**config.mk**
```make
export PLATFORM = sky130hd
export DESIGN_NAME = gps_code_top
export DESIGN_NICKNAME = d
export VERILOG_FILES = /design/src/logic/gps_pkg.sv /design/src/logic/gps_wb_regs.sv /design/src/logic/round_sequencer.sv /design/src/logic/ca_code_gen.sv /design/src/logic/p_code_gen.sv /design/src/logic/gps_code_top.sv
export SDC_FILE = /design/constraint.sdc
export NUM_CORES = 1
export LEC_CHECK = 0
export ABC_AREA = 1
export BUFFER_PORTS_ARGS = -buffer_cell sky130_fd_sc_hd__buf_2
export CELL_PAD_IN_SITES_DETAIL_PLACEMENT = 0
export CELL_PAD_IN_SITES_GLOBAL_PLACEMENT = 1
export CORE_ASPECT_RATIO = 0.75
export CORE_MARGIN = 2
export CORE_UTILIZATION = 40
export DETAILED_ROUTE_END_ITERATION = 16
export HOLD_SLACK_MARGIN = 0.1
export PLACE_DENSITY_LB_ADDON = 0.15
export SETUP_SLACK_MARGIN = 0.05
export SYNTH_ARGS = -nofsm -noshare
export SYNTH_HDL_FRONTEND = slang
export SYNTH_HIERARCHICAL = 1
export SYNTH_SLANG_ARGS = --single-unit
```
**constraint.sdc**
```tcl
create_clock -name gps_clk_fast -period 2.3 [get_ports gps_clk_fast]
set_clock_uncertainty 0.2 [all_clocks]
set_input_delay 0.115 -clock gps_clk_fast [delete_from_list [all_inputs] [get_ports gps_clk_fast]]
set_output_delay 0.115 -clock gps_clk_fast [all_outputs]
set_load 0.01 [all_outputs]
```
**src/logic/gps_pkg.sv**
```systemverilog
package gps_pkg;

    // ************************************************
    // Widths that carry a meaning
    // ************************************************
    typedef logic [5:0]  sv_num_t;   // Satellite number, 1 to 32
    typedef logic [11:0] lfsr12_t;   // One P-code register
    typedef logic [12:0] ca_word_t;  // Captured C/A chips
    typedef logic [3:0]  wb_addr_t;  // Wishbone word address
    typedef logic [31:0] wb_data_t;  // Wishbone data

    // Number of C/A chips per round
    localparam int ca_chips = 13;

    // Round configuration, held in the bus registers
    typedef struct packed {
        sv_num_t sv_num;
        lfsr12_t ini_x1a;
        lfsr12_t ini_x1b;
        lfsr12_t ini_x2a;
        lfsr12_t ini_x2b;
    } round_cfg_t;

    // Generator control, same shape for both generators
    typedef struct packed {
        logic load;    // Reload from initial state
        logic enable;  // Step one chip
    } gen_ctrl_t;

    typedef enum logic [1:0] {
        seq_idle,
        seq_load,
        seq_run,
        seq_done
    } seq_state_t;

    // Register map
    localparam wb_addr_t reg_ctrl   = 4'd0;  // Start, sv_num
    localparam wb_addr_t reg_status = 4'd1;  // Done, busy
    localparam wb_addr_t reg_x1     = 4'd2;
    localparam wb_addr_t reg_x2     = 4'd3;
    localparam wb_addr_t reg_ca     = 4'd4;
    localparam wb_addr_t reg_p0     = 4'd8;  // P words from here up

endpackage

```
**src/logic/gps_wb_regs.sv**
```systemverilog
`timescale 1ns/100ps

module gps_wb_regs #(
    parameter int P_BITS = 64
) (
    input  logic                gps_clk_fast,
    input  logic                sync_rst_in,
    input  logic                wb_cyc,
    input  logic                wb_stb,
    input  logic                wb_we,
    input  gps_pkg::wb_addr_t   wb_adr,
    input  gps_pkg::wb_data_t   wb_dat_w,
    output gps_pkg::wb_data_t   wb_dat_r,
    output logic                wb_ack,
    output gps_pkg::round_cfg_t cfg,
    output logic                start,
    input  logic                busy,
    input  logic                done,
    input  gps_pkg::ca_word_t   ca_word,
    input  logic [P_BITS-1:0]   p_word
);

    logic              acc;      // Access accepted this cycle
    logic [255:0]      p_pad;    // P words padded to full map
    gps_pkg::wb_data_t rd_mux;

    assign acc   = wb_cyc & wb_stb & ~wb_ack;  // Never ack twice in a row
    assign p_pad = 256'(p_word);

    // ************************************************
    // Writes, ack and start pulse
    // ************************************************
    always_ff @(posedge gps_clk_fast) begin
        if (sync_rst_in) begin
            wb_ack <= 1'b0;
            start  <= 1'b0;
            cfg    <= '0;
        end else begin
            wb_ack <= acc;
            // Start lines up with the ack of the ctrl write
            start  <= acc & wb_we & (wb_adr == gps_pkg::reg_ctrl) & wb_dat_w[0];
            if (acc && wb_we) begin
                case (wb_adr)
                    gps_pkg::reg_ctrl: cfg.sv_num <= wb_dat_w[13:8];
                    gps_pkg::reg_x1: begin
                        cfg.ini_x1a <= wb_dat_w[11:0];
                        cfg.ini_x1b <= wb_dat_w[23:12];
                    end
                    gps_pkg::reg_x2: begin
                        cfg.ini_x2a <= wb_dat_w[11:0];
                        cfg.ini_x2b <= wb_dat_w[23:12];
                    end
                    default: ;  // Status and capture are read only
                endcase
            end
        end
    end

    // Read mux
    always_comb begin
        rd_mux = '0;
        case (wb_adr)
            gps_pkg::reg_ctrl:   rd_mux[13:8] = cfg.sv_num;  // Start reads back 0
            gps_pkg::reg_status: rd_mux[1:0]  = {busy, done};
            gps_pkg::reg_x1:     rd_mux[23:0] = {cfg.ini_x1b, cfg.ini_x1a};
            gps_pkg::reg_x2:     rd_mux[23:0] = {cfg.ini_x2b, cfg.ini_x2a};
            gps_pkg::reg_ca:     rd_mux[12:0] = ca_word;
            default: begin
                if (wb_adr[3]) begin
                    rd_mux = p_pad[wb_adr[2:0]*32 +: 32];  // Word 0 holds newest chip
                end
            end
        endcase
    end

    // Read data registered with the ack
    always_ff @(posedge gps_clk_fast) begin
        if (acc) begin
            wb_dat_r <= rd_mux;
        end
    end

endmodule

```
**src/logic/round_sequencer.sv**
```systemverilog
`timescale 1ns/100ps

module round_sequencer #(
    parameter int P_BITS = 64
) (
    input  logic                gps_clk_fast,
    input  logic                sync_rst_in,
    input  gps_pkg::round_cfg_t cfg,
    input  logic                start,
    output gps_pkg::gen_ctrl_t  ca_ctrl,
    output gps_pkg::gen_ctrl_t  p_ctrl,
    input  logic                ca_chip,
    input  logic                p_chip,
    output logic                busy,
    output logic                done,
    output gps_pkg::ca_word_t   ca_word,
    output logic [P_BITS-1:0]   p_word
);

    localparam int CW = $clog2(P_BITS);

    gps_pkg::seq_state_t state;
    logic [3:0]          ca_cnt;  // Enabled C/A steps
    logic [CW-1:0]       p_cnt;   // Enabled P steps
    logic                ca_cap;  // Chip valid, one cycle after enable
    logic                p_cap;
    logic                sv_ok;
    logic                accept;

    assign sv_ok  = (cfg.sv_num != 6'd0) && (cfg.sv_num <= 6'd32);
    assign accept = start && sv_ok &&
                    ((state == gps_pkg::seq_idle) || (state == gps_pkg::seq_done));
    assign busy   = (state == gps_pkg::seq_load) || (state == gps_pkg::seq_run);
    assign done   = (state == gps_pkg::seq_done);

    always_comb begin
        ca_ctrl.load   = (state == gps_pkg::seq_load);
        p_ctrl.load    = (state == gps_pkg::seq_load);
        // C/A stops early, 13 steps only
        ca_ctrl.enable = (state == gps_pkg::seq_run) && (ca_cnt != 4'(gps_pkg::ca_chips));
        p_ctrl.enable  = (state == gps_pkg::seq_run);
    end

    // ************************************************
    // Round FSM and capture
    // ************************************************
    always_ff @(posedge gps_clk_fast) begin
        if (sync_rst_in) begin
            state   <= gps_pkg::seq_idle;
            ca_cnt  <= '0;
            p_cnt   <= '0;
            ca_cap  <= 1'b0;
            p_cap   <= 1'b0;
            ca_word <= '0;
            p_word  <= '0;
        end else begin
            ca_cap <= ca_ctrl.enable;  // Generator latency
            p_cap  <= p_ctrl.enable;
            case (state)
                gps_pkg::seq_load: begin
                    state  <= gps_pkg::seq_run;
                    ca_cnt <= '0;
                    p_cnt  <= '0;
                end
                gps_pkg::seq_run: begin
                    p_cnt <= p_cnt + 1'b1;
                    if (ca_ctrl.enable) ca_cnt <= ca_cnt + 1'b1;
                    if (p_cnt == CW'(P_BITS - 1)) state <= gps_pkg::seq_done;
                end
                default: if (accept) state <= gps_pkg::seq_load;  // Idle or done
            endcase
            if (accept) begin
                ca_word <= '0;
                p_word  <= '0;
            end else begin
                if (ca_cap) ca_word <= {ca_word[11:0], ca_chip};
                if (p_cap)  p_word  <= {p_word[P_BITS-2:0], p_chip};
            end
        end
    end

endmodule

```
**src/logic/ca_code_gen.sv**
```systemverilog
`timescale 1ns/100ps

module ca_code_gen (
    input  logic               gps_clk_fast,
    input  logic               sync_rst_in,
    input  gps_pkg::gen_ctrl_t ctrl,
    input  gps_pkg::sv_num_t   sv_num,
    output logic               chip
);

    logic [10:1] g1;      // Stage 10 is the output
    logic [10:1] g2;
    logic [3:0]  tap_a;   // G2 phase taps for this satellite
    logic [3:0]  tap_b;
    logic        g2_out;

    // ************************************************
    // Phase tap table, satellites 1 to 32
    // ************************************************
    always_comb begin
        case (sv_num)
            6'd1:  {tap_a, tap_b} = {4'd2, 4'd6};
            6'd2:  {tap_a, tap_b} = {4'd3, 4'd7};
            6'd3:  {tap_a, tap_b} = {4'd4, 4'd8};
            6'd4:  {tap_a, tap_b} = {4'd5, 4'd9};
            6'd5:  {tap_a, tap_b} = {4'd1, 4'd9};
            6'd6:  {tap_a, tap_b} = {4'd2, 4'd10};
            6'd7:  {tap_a, tap_b} = {4'd1, 4'd8};
            6'd8:  {tap_a, tap_b} = {4'd2, 4'd9};
            6'd9:  {tap_a, tap_b} = {4'd3, 4'd10};
            6'd10: {tap_a, tap_b} = {4'd2, 4'd3};
            6'd11: {tap_a, tap_b} = {4'd3, 4'd4};
            6'd12: {tap_a, tap_b} = {4'd5, 4'd6};
            6'd13: {tap_a, tap_b} = {4'd6, 4'd7};
            6'd14: {tap_a, tap_b} = {4'd7, 4'd8};
            6'd15: {tap_a, tap_b} = {4'd8, 4'd9};
            6'd16: {tap_a, tap_b} = {4'd9, 4'd10};
            6'd17: {tap_a, tap_b} = {4'd1, 4'd4};
            6'd18: {tap_a, tap_b} = {4'd2, 4'd5};
            6'd19: {tap_a, tap_b} = {4'd3, 4'd6};
            6'd20: {tap_a, tap_b} = {4'd4, 4'd7};
            6'd21: {tap_a, tap_b} = {4'd5, 4'd8};
            6'd22: {tap_a, tap_b} = {4'd6, 4'd9};
            6'd23: {tap_a, tap_b} = {4'd1, 4'd3};
            6'd24: {tap_a, tap_b} = {4'd4, 4'd6};
            6'd25: {tap_a, tap_b} = {4'd5, 4'd7};
            6'd26: {tap_a, tap_b} = {4'd6, 4'd8};
            6'd27: {tap_a, tap_b} = {4'd7, 4'd9};
            6'd28: {tap_a, tap_b} = {4'd8, 4'd10};
            6'd29: {tap_a, tap_b} = {4'd1, 4'd6};
            6'd30: {tap_a, tap_b} = {4'd2, 4'd7};
            6'd31: {tap_a, tap_b} = {4'd3, 4'd8};
            6'd32: {tap_a, tap_b} = {4'd4, 4'd9};
            default: {tap_a, tap_b} = {4'd1, 4'd1};  // Taps cancel, G1 only
        endcase
    end

    assign g2_out = g2[tap_a] ^ g2[tap_b];

    // G1 is 1+x3+x10, G2 is 1+x2+x3+x6+x8+x9+x10
    always_ff @(posedge gps_clk_fast) begin
        if (sync_rst_in) begin
            g1 <= '1;
            g2 <= '1;
        end else if (ctrl.load) begin
            g1 <= '1;  // All ones at round start
            g2 <= '1;
        end else if (ctrl.enable) begin
            g1 <= {g1[9:1], g1[3] ^ g1[10]};
            g2 <= {g2[9:1], g2[2] ^ g2[3] ^ g2[6] ^ g2[8] ^ g2[9] ^ g2[10]};
        end
    end

    // Chip from the state before the step
    always_ff @(posedge gps_clk_fast) begin
        if (ctrl.enable) chip <= g1[10] ^ g2_out;
    end

endmodule

```
**src/logic/p_code_gen.sv**
```systemverilog
`timescale 1ns/100ps

module p_code_gen (
    input  logic                gps_clk_fast,
    input  logic                sync_rst_in,
    input  gps_pkg::gen_ctrl_t  ctrl,
    input  gps_pkg::round_cfg_t cfg,
    output logic                chip
);

    gps_pkg::lfsr12_t x1a;
    gps_pkg::lfsr12_t x1b;
    gps_pkg::lfsr12_t x2a;
    gps_pkg::lfsr12_t x2b;
    logic [36:0]      x2_dly;   // X2 history, newest in bit 0
    logic [37:0]      x2_hist;  // Current X2 plus history
    logic             x1_now;
    logic             x2_now;
    logic             x2_late;  // X2 delayed by sv_num chips

    // Same feedback taps for all four registers
    function automatic gps_pkg::lfsr12_t lfsr_step(input gps_pkg::lfsr12_t r);
        return {r[10:0], r[11] ^ r[10] ^ r[7] ^ r[5]};
    endfunction

    assign x1_now  = x1a[11] ^ x1b[11];
    assign x2_now  = x2a[11] ^ x2b[11];
    assign x2_hist = {x2_dly, x2_now};
    // Out of range delay reads zero
    assign x2_late = (cfg.sv_num <= 6'd37) ? x2_hist[cfg.sv_num] : 1'b0;

    // ************************************************
    // Registers and X2 delay line
    // ************************************************
    always_ff @(posedge gps_clk_fast) begin
        if (sync_rst_in) begin
            x1a    <= '0;
            x1b    <= '0;
            x2a    <= '0;
            x2b    <= '0;
            x2_dly <= '0;
        end else if (ctrl.load) begin
            x1a    <= cfg.ini_x1a;
            x1b    <= cfg.ini_x1b;
            x2a    <= cfg.ini_x2a;
            x2b    <= cfg.ini_x2b;
            x2_dly <= '0;  // Reads zero until filled
        end else if (ctrl.enable) begin
            x1a    <= lfsr_step(x1a);
            x1b    <= lfsr_step(x1b);
            x2a    <= lfsr_step(x2a);
            x2b    <= lfsr_step(x2b);
            x2_dly <= {x2_dly[35:0], x2_now};
        end
    end

    // Registered chip, one cycle latency
    always_ff @(posedge gps_clk_fast) begin
        if (ctrl.enable) begin
            chip <= x1_now ^ x2_late;
        end
    end

endmodule

```
**src/logic/gps_code_top.sv**
```systemverilog
`timescale 1ns/100ps

module gps_code_top #(
    parameter int P_BITS = 64  // Multiple of 32, up to 256
) (
    input  logic              gps_clk_fast,
    input  logic              sync_rst_in,
    input  logic              wb_cyc,
    input  logic              wb_stb,
    input  logic              wb_we,
    input  gps_pkg::wb_addr_t wb_adr,
    input  gps_pkg::wb_data_t wb_dat_w,
    output gps_pkg::wb_data_t wb_dat_r,
    output logic              wb_ack
);

    gps_pkg::round_cfg_t cfg;
    gps_pkg::gen_ctrl_t  ca_ctrl;
    gps_pkg::gen_ctrl_t  p_ctrl;
    gps_pkg::ca_word_t   ca_word;
    logic [P_BITS-1:0]   p_word;
    logic                start;
    logic                busy;
    logic                done;
    logic                ca_chip;
    logic                p_chip;

    // ************************************************
    // Bus registers, sequencer, generators
    // ************************************************
    gps_wb_regs #(.P_BITS(P_BITS)) u_regs (
        .gps_clk_fast(gps_clk_fast), .sync_rst_in(sync_rst_in),
        .wb_cyc(wb_cyc), .wb_stb(wb_stb), .wb_we(wb_we), .wb_adr(wb_adr),
        .wb_dat_w(wb_dat_w), .wb_dat_r(wb_dat_r), .wb_ack(wb_ack),
        .cfg(cfg), .start(start), .busy(busy), .done(done),
        .ca_word(ca_word), .p_word(p_word)
    );

    round_sequencer #(.P_BITS(P_BITS)) u_seq (
        .gps_clk_fast(gps_clk_fast), .sync_rst_in(sync_rst_in),
        .cfg(cfg), .start(start), .ca_ctrl(ca_ctrl), .p_ctrl(p_ctrl),
        .ca_chip(ca_chip), .p_chip(p_chip), .busy(busy), .done(done),
        .ca_word(ca_word), .p_word(p_word)
    );

    ca_code_gen u_ca (
        .gps_clk_fast(gps_clk_fast), .sync_rst_in(sync_rst_in),
        .ctrl(ca_ctrl), .sv_num(cfg.sv_num), .chip(ca_chip)
    );

    p_code_gen u_p (
        .gps_clk_fast(gps_clk_fast), .sync_rst_in(sync_rst_in),
        .ctrl(p_ctrl), .cfg(cfg), .chip(p_chip)
    );

endmodule

```
==> reports/metrics.csv, run 1 <==
stage,metric,value,unit
clock_network,number of clock buffers inserted by TritonCTS,31,
routing,"antenna viol nets, final",0,
logic_synthesis,asr flop ratio synth,0,
finish,final net count,2054,
power_and_ir_drop,final total power,13.5,mW
finish,final antenna diode count,0,
die,# IOs,74,
placed_design,dpl hpwl,25.9,mm
timing,transition time at the pin with the least slew margin,0.891,ns
routing,DRT iter0 DRCs,744,
logic_synthesis,cell accounting for the most synthesized area,dfxtp_1,
finish,combined flip-flop and latch cell area,6070,sq um
critical_path,kind of critical path,reg -> reg,
power_and_ir_drop,Power Dens Cells,844,nW/um^2
grt,vias in the first global route,11500,
placed_design,Place WS,-0.0202,ns
timing,final sum of negative setup slack,-0.0391,ns
min_path,Hold Path Stages,5,
clock_network,clock latency on the worst-skew pair,0.58,ns
flow_run,max-cap violation count,0,
timing,Final Hold Viols,0,
critical_path,Buffers & Inverters on Critical Path,2,
grt,initial antenna violation count,0,
placed_design,"Cell Area, Placed",14400,sq um
logic_synthesis,YS warnings,6,
critical_path,startpoint of the worst-slack reg-to-reg timing path,u_regs/cfg[48]$_SDFFE_PP0P_,
grt,wire length of the first global-routing pass,62.8,mm
logic_synthesis,number of instances in the synthesized netlist,1907,
placed_design,GP Congestion,0.845,
finish,fraction of layout cells with a size suffix above 1,0.135,
power_and_ir_drop,highest ir drop seen on vdd,0.000565,V
die,core box area,33400,sq um
clock_network,register clock-pin slew on the reported worst setup and hold paths,0.06,ns
die,height of the die,163,um
finish,number of non-filler instances in the completed layout,2474,
min_path,capture endpoint of the worst hold path,u_regs/wb_dat_r[20]$_DFFE_PN_,
routing,DRC viols,0,
routing,Via-to-Cell Ratio,4.96,
outcome,violated checks,setup timing,
critical_path,type of element capturing the critical path,flip-flop,
logic_synthesis,register bit total from synthesis,286,
logic_synthesis,commonest cells in the netlist,"638 x nand2_1, 252 x dfxtp_1, 182 x nand3_1, 177 x nor2_1, 154 x inv_1",
timing,clock period minus worst slack,2.34,ns
grt,global route total overflow,0,
clock_network,Clk Tree Root Cell,clkbuf_16,
routing,number of iterations in the first detailed-routing pass,7,
logic_synthesis,most frequently used flop master after synthesis,dfxtp_1,
logic_synthesis,number of different library cells in the post-synthesis netlist,40,
finish,area of the multi-input gates,6360,sq um
finish,Synth-to-Final Area Change,18.7,%
logic_synthesis,synthesized area divided by synthesized cell count,7.07,sq um
critical_path,register-to-register path setup slack,-0.04,ns
routing,DR vias,12300,
finish,total non-filler cell area in the finished layout,16000,sq um
critical_path,Crit-path slowest cell,dfxtp_4,
timing,final worst-path cycle share,1.02,
timing,total of endpoints with negative setup slack in the final report,1,
grt,pin count of the biggest net entering global routing,65,
critical_path,Top delay family on crit path,simple AND/OR/NAND/NOR gates,
logic_synthesis,number of enable flip-flop cells after synthesis,34,
die,die area,35200,sq um
clock_network,buffer levels on the longest clock path,3,
grt,GRT Overall Usage,0.220,
finish,final core utilization,0.480,
routing,wire length after detailed routing,39.0,mm
routing,Avg WL per Cell,15.8,um
min_path,Min-Delay Path Class,in -> reg,
logic_synthesis,post-synth design cell area,13500,sq um
logic_synthesis,register area share after synthesis,0.450,
die,starting density of the core,0.404,
timing,hold slack final,0.108,ns
timing,max frequency,428,MHz
critical_path,required arrival time at the worst endpoint,2.43,ns
die,Horiz. Die Dim,216,um
clock_network,CTS tree,yes,
min_path,critical hold path startpoint,wb_adr[0],
clock_network,number of sinks on the clock net,286,
critical_path,sort of element at the start of the critical path,flip-flop,
finish,fill cell total of the finished layout,3444,
timing,headroom to the max-slew limit,0.404,
critical_path,cell-by-cell trace of the critical path,clkinvlp_4 > ha_4 > nor2_2 > a21oi_2 > nand2_2 > a21oi_4 > nand3_2 > nand3_2 > nand3_2 > nand2_1 > nand2_1 > nand2_1 > nand2_1 > nand2_1 > inv_1,
critical_path,cell depth of the worst flop-to-flop path,15,
placed_design,# placed instances,2372,
critical_path,critical path arrival,2.47,ns
timing,unrepaired setup endpoints after global routing,yes,
critical_path,"Max FO, Critical Path",5,
timing,Setup WS post-layout,-0.0391,ns
logic_synthesis,dominant cell by count in the synthesized netlist,nand2_1,
timing,Final Max Tran Viols,0,
outcome,outcome,finished with violations,
critical_path,delay of the slowest cell on the worst path,0.36,ns
power_and_ir_drop,Static Leakage,6.70,nW
die,standard-cell rows,58,
logic_synthesis,share of Yosys cell area claimed by the top area cell type,0.374,
placed_design,number of I/O port buffers,65,
critical_path,Crit. path cell count,15,
clock_network,H-tree Lvls,1,
critical_path,cell type with the highest occurrence count on the critical path,nand2_1,
critical_path,endpoint of the most critical register-to-register path,u_ca/chip$_DFFE_PP_,
logic_synthesis,Post-Syn Nets,1962,
logic_synthesis,"top cells by area, synth","dfxtp_1 37%, nand2_1 18%, edfxtp_1 7.6%",
## repair_timing
item                                    CTS  global route
cloned                                    0             0
endpoints found under the setup margin    1             9
resized for setup                         5            19
hold buffers                             40             1
buffers inserted                          0             3
hold endpoints to repair                123            16
pin swaps                                 1            11
## registers in the layout, summed over array words and instances (netlist names), 12 cells and up
| name | cells |
|---|---|
| u_seq/p_word | 64 |
| u_regs/cfg | 54 |
| u_p/x2_dly | 37 |
| u_regs/wb_dat_r | 32 |
| u_seq/ca_word | 13 |
| u_p/x1a | 12 |
| u_p/x1b | 12 |
| u_p/x2a | 12 |
| u_p/x2b | 12 |
## routing by layer
layer,share of wire,routed length [um],track usage
met5,0,0,0
met4,0.020,770,0.0464
met3,0.041,1600,0.0277
met2,0.43,16800,0.344
met1,0.51,19800,0.325
## layout by cell type (no fill, tap or decap), types with 15 or more instances in the layout
master / count
o21ai_0: 36
dfxtp_1: 248
o211ai_1: 16
buf_2: 65
nand2_1: 636
inv_1: 153
o21ai_1: 42
clkbuf_16: 33
nor2_1: 172
inv_2: 18
a21oi_2: 34
dlygate4sd3_1: 41
nand3_1: 178
buf_4: 40
a22oi_1: 15
edfxtp_1: 34
a21oi_1: 109
## worst register-to-register path, cell delays in order, from the launching register on
cell        delay [ns]
dfxtp_4           0.36
clkinvlp_4        0.14
ha_4              0.33
nor2_2            0.05
a21oi_2           0.19
nand2_2           0.09
a21oi_4           0.18
nand3_2           0.10
nand3_2           0.08
nand3_2           0.08
nand2_1           0.07
nand2_1           0.06
nand2_1           0.07
nand2_1           0.04
nand2_1           0.05
inv_1             0.03
## cells by family (layout without fill, tap and decap cells)
group,count (synthesis),in the layout,share of synthesized area
fa+ha+maj,14,14,0.0130
buf+inv,277,394,0.0874
compound gates,271,271,0.119
xor+xnor,15,15,0.00974
simple gates,1044,1044,0.321
flops,286,286,0.450
## worst max path at each step
| stage | startpoint | end | slack [ns] |
|---|---|---|---|
| finish | u_regs/cfg[48]$_SDFFE_PP0P_ | u_ca/chip$_DFFE_PP_ | -0.04 |
| global route | u_regs/cfg[48]$_SDFFE_PP0P_ | u_ca/chip$_DFFE_PP_ | -0.25 |
| CTS | u_regs/cfg[48]$_SDFFE_PP0P_ | u_ca/chip$_DFFE_PP_ | 0.01 |
| detailed placement | u_regs/cfg[48]$_SDFFE_PP0P_ | u_ca/chip$_DFFE_PP_ | -0.02 |
| global placement | u_regs/cfg[48]$_SDFFE_PP0P_ | u_ca/chip$_DFFE_PP_ | -0.02 |
| floorplan | u_regs/cfg[48]$_SDFFE_PP0P_ | u_ca/chip$_DFFE_PP_ | 0.06 |
## final cells by class
| type | instances | area share |
|---|---|---|
| clock inverter | 14 | 0.00766 |
| sequential | 286 | 0.379 |
| clock buffer | 44 | 0.0585 |
| inverter | 176 | 0.0417 |
| tap | 450 | 0.0352 |
| timing repair buffer | 160 | 0.0806 |
| multi-input combinational | 1344 | 0.397 |
## report_power, final
| part | total, mW | switching (mW) | internal (mW) |
|---|---|---|---|
| sequential | 5.66 | 0.273 | 5.39 |
| combinational | 2.73 | 1.92 | 0.810 |
| clock | 5.12 | 2.07 | 3.04 |
Note: power is estimated with default switching activity, not from simulation.
==> run 2, diff against run 1 <==
- CORE_ASPECT_RATIO: 0.75 -> 1.1
==> reports/metrics.csv, run 2 (synthesis results as in run 1) <==
stage,metric,value,unit,change
outcome,outcome,finished with violations,,
grt,wire length of the first global-routing pass,60.2,mm,-4.2%
grt,initial antenna violation count,0,,unchanged
die,Horiz. Die Dim,179,um,-17%
routing,Avg WL per Cell,15.3,um,-3.2%
clock_network,number of sinks on the clock net,286,,unchanged
timing,Final Hold Viols,0,,unchanged
critical_path,cell-by-cell trace of the critical path,clkinvlp_4 > ha_4 > nor2_2 > a21oi_2 > buf_4 > nand3_1 > a21oi_1 > nand2_2 > nand3_2 > nand2_1 > nand2_2 > nand3_1 > nand2_1 > inv_1,,
placed_design,GP Congestion,0.841,,-0.47%
routing,DRT iter0 DRCs,796,,+7.0%
routing,Via-to-Cell Ratio,4.99,,+0.57%
grt,GRT Overall Usage,0.213,,-0.00779
finish,largest registers ranked by flip-flop count,"u_seq/p_word x64, u_regs/cfg x54, u_p/x2_dly x37",,
critical_path,type of element capturing the critical path,flip-flop,,
timing,clock period minus worst slack,2.34,ns,+0.00236 ns
clock_network,CTS tree,yes,,
critical_path,"Max FO, Critical Path",5,,unchanged
timing,Final Max Tran Viols,0,,unchanged
timing,max frequency,427,MHz,-0.10%
timing,final worst-path cycle share,1.02,,+0.00102
clock_network,buffer levels on the longest clock path,3,,unchanged
finish,register with the most flip-flops,u_seq/p_word,,
timing,final sum of negative setup slack,-0.0415,ns,-0.00236 ns
min_path,critical hold path startpoint,u_ca/g1[2]$_SDFFE_PP1P_,,
grt,vias in the first global route,11500,,-0.069%
die,standard-cell rows,70,,+21%
placed_design,"Cell Area, Placed",14400,sq um,-0.28%
clock_network,H-tree Lvls,2,,+1
critical_path,Buffers & Inverters on Critical Path,3,,+1
critical_path,Crit-path slowest cell,dfxtp_4,,
finish,final antenna diode count,0,,unchanged
critical_path,required arrival time at the worst endpoint,2.38,ns,-0.05 ns
clock_network,number of clock buffers inserted by TritonCTS,34,,+9.7%
critical_path,Top delay family on crit path,simple AND/OR/NAND/NOR gates,,
routing,DR vias,12300,,-0.20%
timing,headroom to the max-slew limit,0.417,,+0.0129
clock_network,register clock-pin slew on the reported worst setup and hold paths,0.06,ns,about the same
die,# IOs,74,,unchanged
critical_path,critical path arrival,2.42,ns,-0.05 ns
finish,"most common cell after layout, fill and taps aside",nand2_1,,
flow_run,max-cap violation count,0,,unchanged
critical_path,delay of the slowest cell on the worst path,0.37,ns,about the same
power_and_ir_drop,Static Leakage,6.68,nW,-0.27%
finish,"commonest cells after routing, fill and taps aside","633 x nand2_1, 248 x dfxtp_1, 178 x nand3_1, 172 x nor2_1, 153 x inv_1",,
routing,wire length after detailed routing,37.5,mm,-4.0%
die,starting density of the core,0.405,,+0.00122
outcome,violated checks,setup timing,,
clock_network,Clk Tree Root Cell,clkbuf_16,,
die,die area,35200,sq um,about the same
placed_design,dpl hpwl,24.9,mm,-3.7%
die,height of the die,197,um,+21%
clock_network,clock latency on the worst-skew pair,0.52,ns,-0.06 ns
grt,pin count of the biggest net entering global routing,55,,-15%
finish,max FFs per register,64,,unchanged
critical_path,endpoint of the most critical register-to-register path,u_ca/chip$_DFFE_PP_,,
min_path,Hold Path Stages,2,,-3
finish,final net count,2054,,unchanged
critical_path,sort of element at the start of the critical path,flip-flop,,
placed_design,number of I/O port buffers,65,,unchanged
timing,unrepaired setup endpoints after global routing,yes,,
critical_path,kind of critical path,reg -> reg,,
timing,total of endpoints with negative setup slack in the final report,1,,unchanged
power_and_ir_drop,Power Dens Cells,839,nW/um^2,-0.57%
grt,global route total overflow,0,,unchanged
min_path,Min-Delay Path Class,reg -> reg,,
timing,transition time at the pin with the least slew margin,0.872,ns,-0.0193 ns
min_path,capture endpoint of the worst hold path,u_ca/g1[2]$_SDFFE_PP1P_,,
finish,Synth-to-Final Area Change,17.9,%,
routing,"antenna viol nets, final",0,,unchanged
critical_path,cell depth of the worst flop-to-flop path,14,,-1
routing,number of iterations in the first detailed-routing pass,5,,-2
finish,total non-filler cell area in the finished layout,15900,sq um,-0.66%
critical_path,startpoint of the worst-slack reg-to-reg timing path,u_regs/cfg[48]$_SDFFE_PP0P_,,
power_and_ir_drop,highest ir drop seen on vdd,0.000584,V,+3.3%
die,core box area,33300,sq um,-0.30%
critical_path,register-to-register path setup slack,-0.04,ns,about the same
routing,DRC viols,0,,unchanged
finish,fraction of layout cells with a size suffix above 1,0.133,,-0.00142
timing,Setup WS post-layout,-0.0415,ns,-0.00236 ns
==> run 2: cell types whose count changed in the layout (fill, tap and decap cells not counted), sizes merged, moves of 2 or more <==
cell	before	now
clkinvlp	3	1
dlygate4sd3	41	38
clkbuf	44	48
bufinv	2	0
==> run 2: power breakdown <==
part / total, mW / internal (mW) / switching [mW]
Sequential: 5.65 / 5.39 / 0.262
Clock: 5.01 / 2.90 / 2.11
Combinational: 2.69 / 0.815 / 1.87
==> run 2: worst max-delay path by stage <==
stage          cells past startpoint                   startpoint                  end  slack, ns
2_1_floorplan                     15  u_regs/cfg[48]$_SDFFE_PP0P_  u_ca/chip$_DFFE_PP_       0.06
3_3_place_gp                      15  u_regs/cfg[48]$_SDFFE_PP0P_  u_ca/chip$_DFFE_PP_      -0.03
3_5_place_dp                      15  u_regs/cfg[48]$_SDFFE_PP0P_  u_ca/chip$_DFFE_PP_      -0.02
4_1_cts                           15  u_regs/cfg[48]$_SDFFE_PP0P_  u_ca/chip$_DFFE_PP_     -0.004
5_1_grt                           18  u_regs/cfg[48]$_SDFFE_PP0P_  u_ca/chip$_DFFE_PP_      -0.23
6_report                          14  u_regs/cfg[48]$_SDFFE_PP0P_  u_ca/chip$_DFFE_PP_      -0.04
==> run 2: layout make-up <==
class	instances	area (sq um)
repair buffers	157	1240
multi-input cells	1344	6350
fillers	3441	17400
clock buffers	48	953
well taps	432	541
inverters	176	666
flip-flops and latches	286	6070
clock inverters	12	75.1
==> run 2: repair_timing <==
item | 4_1_cts | 5_1_grt
pin swaps | 1 | 9
hold buffers | 39 | 0
buffers inserted | 0 | 2
setup endpoints to repair | 3 | 29
hold endpoints to repair | 92 | 0
gates resized for setup | 3 | 21
==> run 2: through the flow <==
stage	total power, mW	std cells	setup WS, ns	hold WS [ns]	util
floorplan	7.56	1907	0.0607	-0.0159	-
global placement	8.37	2354	-0.0334	0.210	0.432
detailed placement	8.38	2354	-0.0215	0.208	0.432
CTS	13.5	2453	-0.00434	0.259	0.475
global route	14.1	2455	-0.228	0.273	0.478
finish	13.3	2455	-0.0415	0.254	0.478
==> run 2: per-layer routing <==
layer / up-vias / GRT usage / part of all wire
li1: 6284 / - / -
met1: 5665 / 0.285 / 0.46
met5: - / 0 / 0
met2: 251 / 0.358 / 0.48
met3: 53 / 0.0280 / 0.041
met4: 0 / 0.0576 / 0.022
==> run 2: worst min-delay path, delay by kind of cell (launching register included) <==
family | cells | cell delay, ns
and+or+nand+nor | 2 | 0.10
DFF | 1 | 0.32
